## config.mk

```make
export PLATFORM = sky130hd
export DESIGN_NAME = board_regs
export DESIGN_NICKNAME = d
export VERILOG_FILES = /design/src/source/chess_pkg.sv /design/src/source/board_regs.sv
export SDC_FILE = /design/constraint.sdc
export NUM_CORES = 1
export LEC_CHECK = 0
export BUFFER_PORTS_ARGS = -buffer_cell sky130_fd_sc_hd__buf_2
export CAP_MARGIN = 20
export CORE_AREA = 10 10 192 194
export CTS_BUF_LIST = sky130_fd_sc_hd__clkbuf_8
export DETAILED_ROUTE_END_ITERATION = 8
export DIE_AREA = 0 0 202 204
export HOLD_SLACK_MARGIN = 0.02
export PLACE_DENSITY_LB_ADDON = 0.12
export RECOVER_POWER = 50
export REMOVE_ABC_BUFFERS = 1
export SLEW_MARGIN = 10
export SYNTH_ARGS = -nofsm -noshare
export SYNTH_HDL_FRONTEND = slang
export SYNTH_SLANG_ARGS = --single-unit
```

## constraint.sdc

```tcl
create_clock -name clk -period 0.8 [get_ports clk]
set_input_delay 0.08 -clock clk [delete_from_list [all_inputs] [get_ports clk]]
set_output_delay 0.08 -clock clk [all_outputs]
set_load 0.02 [all_outputs]
```

## src/source/chess_pkg.sv

```systemverilog
package chess_pkg;

	localparam int NUM_FILES = 8;

	// piece kinds, empty square is all zero
	typedef enum logic [2:0] {
		EMPTY  = 3'd0,
		PAWN   = 3'd1,
		KNIGHT = 3'd2,
		BISHOP = 3'd3,
		ROOK   = 3'd4,
		QUEEN  = 3'd5,
		KING   = 3'd6
	} piece_kind_e;

	typedef struct packed {
		logic        black;
		piece_kind_e kind;
	} piece_t;

	// index is rank*8 + file
	typedef struct packed {
		logic [2:0] rank;
		logic [2:0] file;
	} square_t;

	// square 0 (file a, rank 1) sits in bits 3:0
	typedef piece_t [63:0] board_t;

endpackage

```

## src/source/board_regs.sv

```systemverilog
`timescale 1ns/1ps

module board_regs (
	input  logic              clk,
	input  logic              reset,
	input  logic              start,
	input  chess_pkg::board_t bstate,
	input  logic              side,
	output chess_pkg::board_t board,
	output logic              side_q,
	output logic              go
);

	// position snapshot for the column units
	always_ff @(posedge clk) begin
		if (start) begin
			board  <= bstate;
			side_q <= side;
		end
	end

	// scan starts once the snapshot is stable
	always_ff @(posedge clk) begin
		if (reset) begin
			go <= 1'b0;
		end else begin
			go <= start;
		end
	end

endmodule

```

Word-level counts from Yosys, hierarchy flattened

Index checks and enable logic that the tools add are counted.

Register bits: 258
Word-level logic and storage cells: 130

Depth between registers and ports, before layout

Gate-level depths: netlist of the first run.

Depth after elaboration: 0
Gate-level depth with buffers: 1

Least setup slack after synthesis of the first run

No wires, ideal clock.

Kind: register -> output
Start: register board[0] (netlist name)
End: output port board[0] (netlist name)
Path buffers: 0
Stages on the path, launching flop included: 1
Data required time: 0.720 ns
Arrival: 0.449 ns
Slack: 0.271 ns
Cell sequence: edfxtp_1

RTL lines:

| item                     | line             | RTL |
|---|---|---|
| start: declaration       | board_regs.sv:9  | `output chess_pkg::board_t board,` |
| start signal: assignment | board_regs.sv:17 | `board <= bstate;` |

No word-level cell between the ends.

Final worst setup path of the first run

Start: register board[237] (netlist name)
End: output port board[237] (netlist name)

No word-level cell between the ends.

==> impl_metrics.json, run 1 <==
{
  "end_kind": "output port",
  "fin_crit_ns": 1.21,
  "first_global_vias": 7016,
  "drt-wirelength-per-cell_um": 19.5,
  "p_leak_nw": 6.73,
  "maxSlewViolCount": 0,
  "yosysMostFrequentCell": "edfxtp_1",
  "slowest_stage": "edfxtp_1",
  "yosysTopAreaCell": "edfxtp_1",
  "fin_crit_sh": 1.51,
  "netlist_instances": 259,
  "synth-seq-cells": 258,
  "async_flop_share": 0,
  "clockBufferDepth": 3,
  "synth_edf_count": 257,
  "layout.cells.non_filler": 1592,
  "crit_type": "register to output port",
  "numPortBuffers": 517,
  "yosys_warnings": 0,
  "path_buf_inv": 1,
  "critical_path.max_fanout": 1,
  "max_cap_violations": 0,
  "grt_antenna_before_repair": 0,
  "cp_num_cells": 1,
  "cp-start-kind": "register",
  "n_fill_cell": 2825,
  "grt_max_degree": 24,
  "vias": 5971,
  "start_util": 0.234,
  "cts-root-buf": "clkbuf_8",
  "crit_start": "board[237]",
  "power.density_nw_per_um2": 2080,
  "area_growth_pct": 105,
  "std_cell_rows": 67,
  "clkTransAtPathRegs_ns": 0.06,
  "place_inst": 1251,
  "vias_per_cell": 3.75,
  "endpoint": "board[237]",
  "setup_violations": 299,
  "hold-path-cell-count": 2,
  "post_cts_buffers": 0,
  "synth_area_per_cell_um2": 29.9,
  "grt_use_total": 0.145,
  "io_pins": 518,
  "firstDrtPassIters": 4,
  "switching_share": 0.254,
  "coreArea_um2": 33100,
  "netlist_top_cells_area": "edfxtp_1 (100%), dfxtp_1 (0.26%), nor2b_4 (0.18%)",
  "ir_drop_mv": 1.42,
  "wl_mm": 31.0,
  "drt_iter0_markers": 162,
  "place.gp.congestion": 0.751,
  "syn-cell-area_um2": 7750,
  "setup_ws_ns": -0.405,
  "required_ns": 0.72,
  "drcViolationCount": 0,
  "die_width_um": 202,
  "finalHoldViolCount": 0,
  "place_hpwl_mm": 23.1,
  "cts.sinks": 258,
  "tightest_slew_ns": 0.390,
  "yosysSeqAreaShare": 0.998,
  "max_slew_margin": 0.740,
  "power_mw": 33.0,
  "n_antenna_cell": 0,
  "drive_gt1_frac": 0.521,
  "hp-class": "input pin to register",
  "synth.top_cell.area_share": 0.996,
  "synthFlopType": "edfxtp_1",
  "cts_inserted_buffers": 47,
  "p_comb_frac": 0.172,
  "violations": "negative setup slack",
  "clkPwrFrac": 0.327,
  "cp.arrival_ns": 1.13,
  "synth_cell_type_count": 3,
  "p_seq_frac": 0.501,
  "max_freq_mhz": 830,
  "overflow": 0,
  "power.internal_mw": 24.7,
  "slowest_delay_ns": 0.43,
  "crit_family": "flip-flops",
  "ctsHtreeMaxLevel": 2,
  "final_nets": 1372,
  "status": "finished with violations",
  "worstPathCellList": "buf_6",
  "die-area_um2": 41200,
  "synth_commonest_cells": "edfxtp_1 (257), dfxtp_1 (1), nor2b_4 (1)",
  "ant_nets": 0,
  "rsz0062_at_grt": "yes",
  "p_sw_mw": 8.38,
  "cts_tree": "done",
  "die_h_um": 204,
  "grt_pass1_wl_mm": 45.3
}
## cells by family after synthesis
kind of cell / count (synthesis) / share of synthesized area
flops: 258 / 0.998
simple gates: 1 / 0.00178
## routing by layer
metal | share of wire | GRT usage
met2 | 0.53 | 0.267
met5 | 0 | 0
met4 | 0.028 | 0.0534
met3 | 0.087 | 0.0540
met1 | 0.35 | 0.146
## metrics by stage
step	TNS (ns)	instance area (um^2)	hold slack, ns	utilization	setup slack (ns)
after floorplan	0	7750	0.144	-	0.271
after global placement	-8.61	11200	0.256	0.340	-0.0782
after detailed placement	-9.56	11200	0.258	0.340	-0.0831
after CTS	-105.59	15700	0.0346	0.473	-0.482
after global routing	-111.49	15900	0.197	0.480	-0.485
final	-94.25	15900	0.238	0.480	-0.405
## cells in the final DEF (no fill, tap or decap)
| master | instances |
|---|---|
| clkinv_2 | 3 |
| inv_6 | 1 |
| buf_2 | 293 |
| edfxtp_1 | 257 |
| clkbuf_4 | 4 |
| dlygate4sd3_1 | 260 |
| buf_6 | 225 |
| inv_1 | 21 |
| clkinv_1 | 6 |
| buf_12 | 2 |
| clkbuf_2 | 11 |
| clkbuf_8 | 48 |
| dfxtp_2 | 1 |
| nor2b_4 | 1 |
| buf_4 | 5 |
| clkbuf_1 | 4 |
| clkinvlp_4 | 2 |
## area by class of cell
class                           instances  area, um^2  area share
Sequential cell                       258        7740       0.487
Timing Repair Buffer                  804        6780       0.427
Clock buffer                           48         661      0.0416
Tap cell                              448         561      0.0353
Clock inverter                         33         140     0.00882
Multi-Input combinational cell          1        13.8    0.000866
## worst min path at each step
stage,start,end,slack [ns]
finish,bstate[254],board[254],0.24
floorplan,reset,go,0.14
detailed placement,bstate[180],board[180],0.26
CTS,start,board[72],0.03
global route,bstate[31],board[31],0.20
global placement,bstate[59],board[59],0.26
## repair_timing
action / CTS / global route
hold endpoints to repair: 263 / 1
gates resized for setup: 321 / 134
hold buffers: 260 / 1
endpoints found under the setup margin: 258 / 262
cloned: 0 / 0
## state kept, by name, summed over array words and instances, names as in the netlist
signal  count
go          1
side_q      1
board     256
## power groups by stage
stage               Clock, mW  Sequential, mW  Combinational, mW
finish                   10.8            16.6               5.67
global route             12.0            16.7               5.96
CTS                      11.4            16.5               5.57
detailed placement          0            16.6               3.77
global placement            0            16.6               3.77
floorplan                   0            18.0            0.00442
Note: power is estimated with default switching activity, not from simulation.
==> run 2: changes to the inputs <==
- SETUP_SLACK_MARGIN: not set -> 0.05
==> run 2 against run 1 <==
The flow still finishes with violations (negative setup slack). Clock power is essentially flat. Critical path type unchanged. Critical path depth unchanged. Hold slack about the same. Sequential share of layout area is 0.054 points higher. Cell count is the same. Design area shrank 0.11%. Fmax fell by 0.11%. Core utilization down 0.053 points. Critical endpoint unchanged. Combinational power hardly changed.
==> impl_metrics.json, run 2 (synthesis results as in run 1) <==
{
  "status": "finished with violations",
  "violations": "negative setup slack",
  "slowest_delay_ns": 0.43,
  "vias": 5962,
  "cp.arrival_ns": 1.13,
  "n_antenna_cell": 0,
  "firstDrtPassIters": 4,
  "cts_inserted_buffers": 47,
  "crit_family": "flip-flops",
  "fin_hold_ws_ns": 0.238,
  "crit_type": "register to output port",
  "regMostFlops": "board",
  "max_slew_margin": 0.530,
  "grt_antenna_before_repair": 0,
  "wl_met1_mm": 10.9,
  "worstPathCellList": "buf_6",
  "post_cts_buffers": 0,
  "drive_gt1_frac": 0.521,
  "maxSlewViolCount": 0,
  "overflow": 0,
  "setup_tns_ns": -90.70,
  "clockBufferDepth": 3,
  "cp-start-kind": "register",
  "power.density_nw_per_um2": 2080,
  "first_global_vias": 7019,
  "critical_path.max_fanout": 1,
  "final_nets": 1372,
  "area_growth_pct": 105,
  "setup_violations": 288,
  "top_regs": "board (256), go (1), side_q (1)",
  "most-common-layout-cells": "buf_2 (293), dlygate4sd3_1 (260), edfxtp_1 (257)",
  "finalHoldViolCount": 0,
  "whs_endpoint": "board[254]",
  "std_cell_rows": 67,
  "place_area_um2": 11200,
  "numPortBuffers": 517,
  "path_buf_inv": 1,
  "cts.sinks": 258,
  "wl_mm": 31.0,
  "place.gp.congestion": 0.751,
  "drt-wirelength-per-cell_um": 19.5,
  "fin_crit_sh": 1.51,
  "die_width_um": 202,
  "wl_met2_mm": 16.6,
  "fin_area_um2": 15900,
  "required_ns": 0.72,
  "layout.cells.non_filler": 1592,
  "place_inst": 1251,
  "hold_start": "bstate[254]",
  "wl_met3_mm": 2.66,
  "cts_tree": "done",
  "ctsHtreeMaxLevel": 2,
  "place_hpwl_mm": 23.1,
  "hp-class": "input pin to register",
  "max_cap_violations": 0,
  "grt_pass1_wl_mm": 45.3,
  "io_pins": 518,
  "end_kind": "output port",
  "clkTransAtPathRegs_ns": 0.06,
  "max_freq_mhz": 829,
  "mostFrequentLayoutCell": "buf_2",
  "cts-root-buf": "clkbuf_8",
  "grt_max_degree": 24,
  "setup_ws_ns": -0.406,
  "die_h_um": 204,
  "rsz0062_at_grt": "yes",
  "ir_drop_mv": 1.42,
  "coreArea_um2": 33100,
  "ant_nets": 0,
  "drt_iter0_markers": 160,
  "hold-path-cell-count": 2,
  "start_util": 0.234,
  "die-area_um2": 41200,
  "drcViolationCount": 0,
  "fin_crit_ns": 1.21,
  "vias_per_cell": 3.74,
  "slowest_stage": "edfxtp_1",
  "n_fill_cell": 2835,
  "largest_register_ffs": 256,
  "p_leak_nw": 6.72,
  "top_layer": "met4",
  "tightest_slew_ns": 0.705,
  "grt_use_total": 0.145
}
==> run 2: cell count changes in the layout (fill, tap and decap cells not counted), sizes merged <==
cell / before / now
clkbuf: 67 / 69
buf: 525 / 523
==> run 2: metal layers <==
metal,vias up,track usage
met5,-,0
met4,0,0.0534
met3,60,0.0540
met2,308,0.267
met1,2815,0.146
li1,2779,-
==> run 2: worst max path at each step <==
stage	cells after the start	endpoint	start
2_1_floorplan	0	board[0]	board[0]
3_5_place_dp	3	board[136]	start
4_1_cts	1	board[237]	board[237]
5_1_grt	1	board[237]	board[237]
6_report	1	board[237]	board[237]
3_3_place_gp	3	board[89]	start
==> run 2: layout make-up <==
class / instances / area [um^2] / area share
well taps: 448 / 561 / 0.0353
flip-flops and latches: 258 / 7740 / 0.487
multi-input cells: 1 / 13.8 / 0.000867
clock inverters: 33 / 140 / 0.00883
clock buffers: 48 / 661 / 0.0416
repair buffers: 804 / 6760 / 0.426
==> run 2: timing repair <==
item | CTS | global route
setup endpoints to repair | 258 | 262
gates resized for setup | 321 | 134
endpoints found under the hold margin | 263 | 5
hold buffers | 260 | 1
==> run 2: through the flow <==
step                setup WS (ns)   util  power, mW
floorplan                   0.271      -       18.0
global placement          -0.0782  0.340       20.4
detailed placement        -0.0831  0.340       20.4
CTS                        -0.482  0.473       33.5
global route               -0.485  0.479       34.6
finish                     -0.406  0.479       33.0
==> run 2: where the power goes <==
| group | switching (mW) | internal [mW] |
|---|---|---|
| Combinational | 2.64 | 3.02 |
| Clock | 5.27 | 5.53 |
| Sequential | 0.467 | 16.1 |
