<file path="src/source/chess_pkg.sv">
package chess_pkg;

	localparam int NUM_FILES = 8;

	// piece kinds, empty square is all zero
	typedef enum logic [2:0] {
		EMPTY  = 3'd0,
		PAWN   = 3'd1,
		KNIGHT = 3'd2,
		BISHOP = 3'd3,
		ROOK   = 3'd4,
		QUEEN  = 3'd5,
		KING   = 3'd6
	} piece_kind_e;

	typedef struct packed {
		logic        black;
		piece_kind_e kind;
	} piece_t;

	// index is rank*8 + file
	typedef struct packed {
		logic [2:0] rank;
		logic [2:0] file;
	} square_t;

	// square 0 (file a, rank 1) sits in bits 3:0
	typedef piece_t [63:0] board_t;

endpackage

</file>
<file path="src/source/lmg_pkg.sv">
package lmg_pkg;

	localparam int COL_FIFO_DEPTH_DEFAULT = 32;
	localparam int OUT_FIFO_DEPTH_DEFAULT = 128;

	// capture flag then from and to squares
	typedef struct packed {
		logic              capture;
		chess_pkg::square_t from;
		chess_pkg::square_t to;
	} move_t;

	typedef enum logic [1:0] {
		WAIT = 2'b01,
		GETM = 2'b11,
		DONE = 2'b10
	} collect_state_e;

endpackage

</file>
<file path="src/source/move_fifo.sv">
`timescale 1ns/1ps

// depth must be a power of two, pointers wrap naturally
module move_fifo #(
	parameter int DEPTH = 32
) (
	input  logic           clk,
	input  logic           reset,
	input  logic           wr,
	input  lmg_pkg::move_t wdata,
	input  logic           rd,
	output lmg_pkg::move_t rdata,
	output logic           empty,
	output logic           full
);

	localparam int AW = $clog2(DEPTH);

	lmg_pkg::move_t mem [DEPTH];
	logic [AW-1:0] wr_ptr;
	logic [AW-1:0] rd_ptr;
	logic [AW:0] count;

	always_ff @(posedge clk) begin
		if (wr) begin
			mem[wr_ptr] <= wdata;
		end
	end

	always_ff @(posedge clk) begin
		if (reset) begin
			wr_ptr <= '0;
			rd_ptr <= '0;
			count  <= '0;
		end else begin
			if (wr)
				wr_ptr <= wr_ptr + 1'b1;
			if (rd)
				rd_ptr <= rd_ptr + 1'b1;
			case ({wr, rd})
				2'b10: count <= count + 1'b1;
				2'b01: count <= count - 1'b1;
				default: ;
			endcase
		end
	end

	// show-ahead head word
	assign rdata = mem[rd_ptr];
	assign empty = (count == '0);
	assign full  = (count == (AW+1)'(DEPTH));

	assert property (@(posedge clk) disable iff (reset) !(wr && full))
		else $error("move_fifo: write while full");

	assert property (@(posedge clk) disable iff (reset) !(rd && empty))
		else $error("move_fifo: read while empty");

endmodule

</file>
<file path="src/source/move_collector.sv">
`timescale 1ns/1ps

module move_collector #(
	parameter int OUT_FIFO_DEPTH = lmg_pkg::OUT_FIFO_DEPTH_DEFAULT
) (
	input  logic                                      clk,
	input  logic                                      reset,
	input  logic                                      start,
	input  logic [chess_pkg::NUM_FILES-1:0]           col_done,
	input  logic [chess_pkg::NUM_FILES-1:0]           col_empty,
	input  lmg_pkg::move_t [chess_pkg::NUM_FILES-1:0] col_heads,
	output logic [chess_pkg::NUM_FILES-1:0]           col_rd,
	input  logic                                      rden,
	output lmg_pkg::move_t                            fifo_out,
	output logic                                      fifo_empty,
	output logic                                      done
);

	localparam int PW = $clog2(chess_pkg::NUM_FILES);

	lmg_pkg::collect_state_e state;
	logic [chess_pkg::NUM_FILES-1:0] drained;
	logic [PW-1:0] ptr;
	logic [PW-1:0] pick;
	logic pick_valid;
	logic start_q;
	logic pop;

	// lowest finished file not yet drained
	always_comb begin
		pick_valid = 1'b0;
		pick       = '0;
		for (int i = chess_pkg::NUM_FILES - 1; i >= 0; i--) begin
			if (col_done[i] && !drained[i]) begin
				pick_valid = 1'b1;
				pick       = PW'(i);
			end
		end
	end

	always_ff @(posedge clk) begin
		if (reset) begin
			state   <= lmg_pkg::WAIT;
			drained <= '0;
			ptr     <= '0;
			start_q <= 1'b0;
		end else begin
			start_q <= start;
			if (start) begin
				state   <= lmg_pkg::WAIT;
				drained <= '0;
			end else begin
				case (state)
					lmg_pkg::WAIT: begin
						// col_done still shows the old board in the cycle after start
						if (&drained) begin
							state <= lmg_pkg::DONE;
						end else if (pick_valid && !start_q) begin
							ptr   <= pick;
							state <= lmg_pkg::GETM;
						end
					end
					lmg_pkg::GETM: begin
						if (col_empty[ptr]) begin
							drained[ptr] <= 1'b1;
							state        <= lmg_pkg::WAIT;
						end
					end
					default: state <= lmg_pkg::DONE;
				endcase
			end
		end
	end

	// one word per cycle from the selected column
	assign pop = (state == lmg_pkg::GETM) && !col_empty[ptr];

	always_comb begin
		col_rd      = '0;
		col_rd[ptr] = pop;
	end

	assign done = (state == lmg_pkg::DONE);

	move_fifo #(.DEPTH(OUT_FIFO_DEPTH)) out_fifo (
		.clk   (clk),
		.reset (reset),
		.wr    (pop),
		.wdata (col_heads[ptr]),
		.rd    (rden && !fifo_empty),
		.rdata (fifo_out),
		.empty (fifo_empty),
		.full  ()
	);

	// only a finished column is ever drained, and one at a time
	assert property (@(posedge clk) disable iff (reset)
		$onehot0(col_rd) && ((col_rd & ~col_done) == '0))
		else $error("move_collector: bad column read strobe %b", col_rd);

endmodule

</file>
<file path="config.mk">
export PLATFORM = sky130hd
export DESIGN_NAME = move_collector
export DESIGN_NICKNAME = d
export VERILOG_FILES = /design/src/source/chess_pkg.sv /design/src/source/lmg_pkg.sv /design/src/source/move_fifo.sv /design/src/source/move_collector.sv
export SDC_FILE = /design/constraint.sdc
export NUM_CORES = 2
export LEC_CHECK = 0
export BUFFER_PORTS_ARGS = -buffer_cell sky130_fd_sc_hd__buf_2
export CAP_MARGIN = 10
export CORE_AREA = 2 2 312 438
export CTS_CLUSTER_DIAMETER = 150
export CTS_CLUSTER_SIZE = 20
export DETAILED_ROUTE_END_ITERATION = 12
export DIE_AREA = 0 0 314 440
export GPL_ROUTABILITY_DRIVEN = 0
export PLACE_DENSITY = 0.68
export SYNTH_ARGS = -nofsm -noshare
export SYNTH_HDL_FRONTEND = slang
export SYNTH_HIERARCHICAL = 1
export SYNTH_SLANG_ARGS = --single-unit
</file>
<file path="constraint.sdc">
create_clock -name clk -period 3.65 [get_ports clk]
set_clock_uncertainty 0.2 [all_clocks]
set_input_delay 0 -clock clk [delete_from_list [all_inputs] [get_ports clk]]
set_output_delay 0 -clock clk [all_outputs]
set_load 0.01 [all_outputs]
</file>
* Yosys cells after proc, flatten, opt, wreduce, memory -nomap -nowiden *
Memories as Yosys holds them, arrays and structs flattened. A register that Yosys moved wholly into a read port is not among the register bits.
Index checks and enable logic that the tools add are counted.

storage, ports and cells
  word-level logic and storage cells = 86
  RAM bits = 1664
  memories kept = 1
  register bits = 36
  input port bits = 124

memories
  name          depth  bits a word  rd ports  clocked after Yosys merged registers in  write ports  line             RTL
  out_fifo.mem  128    13           1         1                                        1            move_fifo.sv:19  lmg_pkg::move_t mem [DEPTH];

operators by class
  equal/unequal tests = 7
  add/subtract/negate cells = 4
  mux-type cells = 31
  bitwise operators = 4
  $lt $le $gt $ge = 2
  reductions and logical operators = 30

operators with widths
  cell                                                        number
  binary-select mux 13 bit (select 3 bit)                     1
  2-to-1 mux 3 bit                                            8
  case mux 8 bit (2 select lines)                             1
  adder 7 x 1 -> 7 bit, second input constant                 2
  2-to-1 mux 7 bit                                            2
  2-to-1 mux 13 bit                                           1
  logical AND 1 bit                                           12
  2-to-1 mux 1 bit                                            12
  zero test 1 bit                                             11
  adder 8 x 1 -> 8 bit, second input constant                 1
  AND 8 bit                                                   1
  zero test 8 bit                                             1
  OR 8 bit                                                    1
  AND reduction 8 bit                                         1
  subtractor 8 x 1 -> 8 bit, second input constant            1
  == test 2 bit, second input constant                        3
  2-to-1 mux 2 bit                                            3
  == test 2 x 1 -> 1 bit, second input constant               2
  less-than comparator 3 x 4 -> 1 bit, second input constant  1
  case mux 2 bit (2 select lines)                             1
  AND reduction 2 bit                                         2
  AND reduction 4 bit                                         1
  binary-select mux 1 bit (select 3 bit)                      1
  demux 1 bit (select 3 bit)                                  1
  6 further kinds                                             7

* Longest topological paths before layout *
  depth after elaboration = 14
  gate-level depth with buffers = 17
  gate-level depth less buffers = 14

* Modules after synthesis *
The synthesis kept the hierarchy.

by module, submodules not included
  module          area each (um2)  instances  seq. area each (um2)  cells an instance
  move_fifo       65191.3          1          50548.5               3147
  move_collector  1639.1           1          280.3                 200

* Worst setup path after synthesis *
Ideal clock, no wire load.

  path kind = reg2reg
  from = reg out_fifo.count[1]
  to = reg out_fifo.count[4]
  setup time = 0.128 ns
  slack = -0.201 ns
  clock period less this slack = 3.851 ns
  cell stages (with the launch flop) = 17
  path buffers = 3
  data arrival time = 3.523 ns
  cells stage by stage = dfxtp_1 -> buf_2 -> or4_1 -> nor4_1 -> nor2b_1 -> nor2b_1 -> ha_1 -> clkbuf_1 -> clkbuf_1 -> xor2_1 -> ha_1 -> a21oi_1 -> a2bb2oi_1 -> o21ai_0 -> mux2i_1 -> xor2_1 -> nor2_1

on the way
  word-level cells in the longest chain between the ends = 5

ends and longest elaborated chain
  element                                                                line                  RTL
  from (decl)                                                            move_fifo.sv:22       logic [AW:0] count;
  from (signal assigned)                                                 move_fifo.sv:41       2'b10: count <= count + 1'b1;
  from (signal assigned)                                                 move_fifo.sv:42       2'b01: count <= count - 1'b1;
  zero test 8 bit *                                                      move_fifo.sv:50       assign empty = (count == '0);
  named net fifo_empty                                                   move_collector.sv:15  output logic fifo_empty,
  zero test 1 bit *                                                      move_collector.sv:90  .rd (rden && !fifo_empty),
  logical AND 1 bit *                                                    move_collector.sv:90
  == test 2 x 1 -> 1 bit or == test 2 bit (tied branches)                move_fifo.sv:40       case ({wr, rd})
  case mux 8 bit (2 select lines) or nonzero test 2 bit (tied branches)  -

The timed path passes the listed nets; every way through them passes the cells marked *.
A chain may end at the register's enable or synchronous reset.

==> results_tabular.tex <==
\begin{tabular}{lr}
\hline
Metric & Value \\
\hline
\multicolumn{2}{l}{\textbf{Timing}} \\
\quad Number of pins with negative max-slew slack in the final report & 0 \\
\quad Period utilization & 0.991 \\
\quad Setup repair after global routing missed its margin & true \\
\quad Final worst slack & 0.0311 ns \\
\quad Worst-Margin Slew & 1.23 ns \\
\quad Post-Route Hold Slack & -0.00226 ns \\
\quad Final hold vios & 3 \\
\quad Slew Limit Headroom & 0.183 \\
\quad Final-report setup violation count & 0 \\
\quad Min Tclk post-route & 3.62 ns \\
\quad Upper clock frequency limit & 276 MHz \\
\multicolumn{2}{l}{\textbf{Place}} \\
\quad Hpwl dp & 99.5 mm \\
\quad PortBufs & 146 \\
\quad Worst setup slack before clock tree synthesis & -0.0207 ns \\
\multicolumn{2}{l}{\textbf{Floorplan}} \\
\quad Vert. Die Dim & 440 um \\
\quad Die footprint & 0.138 mm2 \\
\quad Area of the core region & 0.135 mm2 \\
\quad Die width & 314 um \\
\quad Num rows & 160 \\
\quad Number of top-level pins & 147 \\
\quad Initial Utilization & 0.496 \\
\multicolumn{2}{l}{\textbf{Clock tree}} \\
\quad H-tree Lvls & 3 \\
\quad Clock-pin slew of the registers on the worst-case setup and hold paths & 0.08 ns \\
\quad Clk sinks & 1707 \\
\quad Later-pin clock latency in the skew report & 0.71 ns \\
\quad Maximum root-to-sink buffer count & 3 \\
\quad Total clock buffers created by CTS & 95 \\
\quad CTS tree & yes \\
\quad CTS Root Buffer Type & clkbuf\_16 \\
\multicolumn{2}{l}{\textbf{Pwr}} \\
\quad Clock network fraction of design power & 0.278 \\
\quad Relative contribution of sequential cells to total power & 0.582 \\
\quad Net Sw Frac & 0.239 \\
\quad Maximum vdd ir drop & 0.420 mV \\
\quad Internal power contribution & 0.0290 W \\
\quad Leak & 23.1 nW \\
\quad Switching power of the nets & 0.00909 W \\
\quad Combinational Power Share & 0.140 \\
\quad Power per cell area & 505 mW/mm2 \\
\multicolumn{2}{l}{\textbf{Setup path}} \\
\quad Critical path buffer and inverter count & 3 \\
\quad Worst Path Arrival & 3.42 ns \\
\quad Worst path top cell family by delay & simple AND/OR/NAND/NOR gates \\
\quad Endpoint class of the critical path & primary output \\
\quad Setup crit start kind & flop \\
\quad Highest fanout seen on the critical path & 10 \\
\quad Worst reg2reg path depth & 7 \\
\quad Worst Setup Path Type & flop to primary output \\
\quad Worst EP required & 3.45 ns \\
\quad Launch instance of the worst register-to-register path & ptr[1] \\
\quad Stages on the worst setup path & 9 \\
\quad Slowest cell on the critical path & or3b\_4 \\
\quad CP max stage delay & 0.47 ns \\
\quad Cells along the critical path & or3b\_4 -> buf\_16 -> buf\_6 -> o22ai\_1 -> a211oi\_1 -> o21ai\_2 -> nand4\_1 -> a211oi\_2 -> buf\_2 \\
\multicolumn{2}{l}{\textbf{Final layout}} \\
\quad Fillers & 9945 \\
\quad \# diodes & 0 \\
\quad Layout cell share with drive strength beyond 1 & 0.259 \\
\quad Area Overhead vs Synth & 12.7\% \\
\quad Final-stage net count & 3860 \\
\multicolumn{2}{l}{\textbf{Route}} \\
\quad Wirelength per Cell & 28.7 um \\
\quad DRT iter0 DRCs & 3213 \\
\quad Vias after detailed routing & 33700 \\
\quad Total wire length & 159 mm \\
\quad Antenna viol nets, final & 0 \\
\quad Pre-Repair DR Iteration Count & 5 \\
\quad Residual DRC count & 0 \\
\quad Via-to-Cell Ratio & 6.10 \\
\multicolumn{2}{l}{\textbf{GRT}} \\
\quad Vias in the first global route & 34300 \\
\quad Largest net degree at the start of global routing & 129 \\
\quad Global-route wire length before repair & 231 mm \\
\quad Initial antenna violation count & 0 \\
\quad Global-route total usage across every layer & 0.230 \\
\quad Overflow left after global routing & 0 \\
\multicolumn{2}{l}{\textbf{Logic synthesis}} \\
\quad Gate count after technology mapping & 3346 \\
\quad Total nets after synthesis & 3475 \\
\quad Synth Cell Area & 0.0668 mm2 \\
\quad Post-Synthesis Mean Instance Area & 20.0 um2 \\
\quad Total number of yosys warnings & 6 \\
\multicolumn{2}{l}{\textbf{Worst hold path}} \\
\quad Worst min-delay path startpoint & col\_heads[31] \\
\quad Hold Path Cell Cnt & 3 \\
\quad Type of the tightest min-delay check & input pin to flop \\
\multicolumn{2}{l}{\textbf{Run status}} \\
\quad Outcome & finished, violations left \\
\quad Failing checks & negative hold slack \\
\multicolumn{2}{l}{\textbf{Run}} \\
\quad Count of max-cap constraint violations & 0 \\
\hline
\end{tabular}
[routing by layer]
| layer | wire [um] | GRT usage | share of wire | vias to the layer above |
|---|---|---|---|---|
| met2 | 83400 | 0.407 | 0.53 | 1179 |
| li1 | - | - | - | 14500 |
| met3 | 7850 | 0.0228 | 0.049 | 263 |
| met4 | 9000 | 0.124 | 0.057 | 0 |
| met5 | 0 | 0 | 0 | - |
| met1 | 58400 | 0.280 | 0.37 | 17800 |
[final cells by class]
class	instances	area (um2)	area share
clock inverters	4	57.6	0.000764
multi-input cells	1438	15400	0.204
repair buffers	485	4320	0.0573
clock buffers	105	2460	0.0326
flip-flops and latches	1707	50800	0.675
inverters	4	15.0	0.000199
well taps	1782	2230	0.0296
[flip-flops by register name (all words and copies together), names as in the netlist, named ones only]
register / flops
drained: 8
out_fifo/count: 8
out_fifo/mem: 1664
out_fifo/rd_ptr: 7
out_fifo/wr_ptr: 7
ptr: 3
start_q: 1
state: 2
[tightest hold or removal path, delay by kind of cell]
| family | cells | cell delay, ns |
|---|---|---|
| compound gates | 2 | 0.60 |
| buf+inv | 1 | 0.08 |
[stage by stage]
stage / instances / area [um2] / TNS (ns) / total power, W / util
after global placement: 5350 / 71700 / -0.0100 / 0.0275 / 0.532
after global routing: 5525 / 75300 / -0.0332 / 0.0392 / 0.559
after CTS: 5523 / 75200 / -0.0508 / 0.0383 / 0.558
after detailed placement: 5350 / 71700 / -0.0207 / 0.0276 / 0.532
final: 5525 / 75300 / 0 / 0.0380 / 0.559
after floorplan: 3346 / 66800 / 0 / 0.0257 / -
[path summary, 6_finish.rpt]
path | end | slack [ns]
worst min-delay path | out_fifo/mem[78][5] | -0.002
worst max-delay path | fifo_out[5] | 0.03
worst max register to register | out_fifo/mem[102][1] | 0.22
worst min register to register | drained[2] | 0.35
[layout by cell type (no fill, tap or decap), types with 6 or more instances in the layout]
cell type and count:
buf_4 240, edfxtp_1 1664, a21oi_1 24, clkbuf_1 8, clkbuf_16 98, nor3_1 8, o21ai_1 11, a221o_4 6
buf_16 14, xor2_1 12, nand3b_1 8, a211oi_4 7, mux2i_1 277, nand2_1 77, a211oi_1 97, dlygate4sd3_1 34
dfxtp_1 37, o21ai_0 38, o21ai_2 14, bufbuf_16 6, mux4_2 321, nand2b_1 9, a31oi_1 7, buf_2 146
nand4_1 20, a22oi_1 54, nor2b_1 29, mux2_2 8, buf_12 39, a211oi_2 14, nor2_1 177, nand3_1 26
o22ai_1 101
[power groups by stage]
stage          sequential, W  clock, W  combinational [W]
6_report              0.0221    0.0106            0.00532
5_1_grt               0.0222    0.0114            0.00562
4_1_cts               0.0221    0.0108            0.00537
3_5_place_dp          0.0226         0            0.00498
3_3_place_gp          0.0226         0            0.00491
2_1_floorplan         0.0226         0            0.00304
[what timing repair did]
| action | 4_1_cts | 5_1_grt |
|---|---|---|
| hold buffers | 33 | 1 |
| gates cloned | 8 | 1 |
| hold endpoints to repair | 289 | 8 |
| endpoints found under the setup margin | 13 | 72 |
| pin swaps | 22 | 13 |
| buffers inserted | 23 | 0 |
| resized for setup | 66 | 16 |
Power figures use the tool's default switching activity.
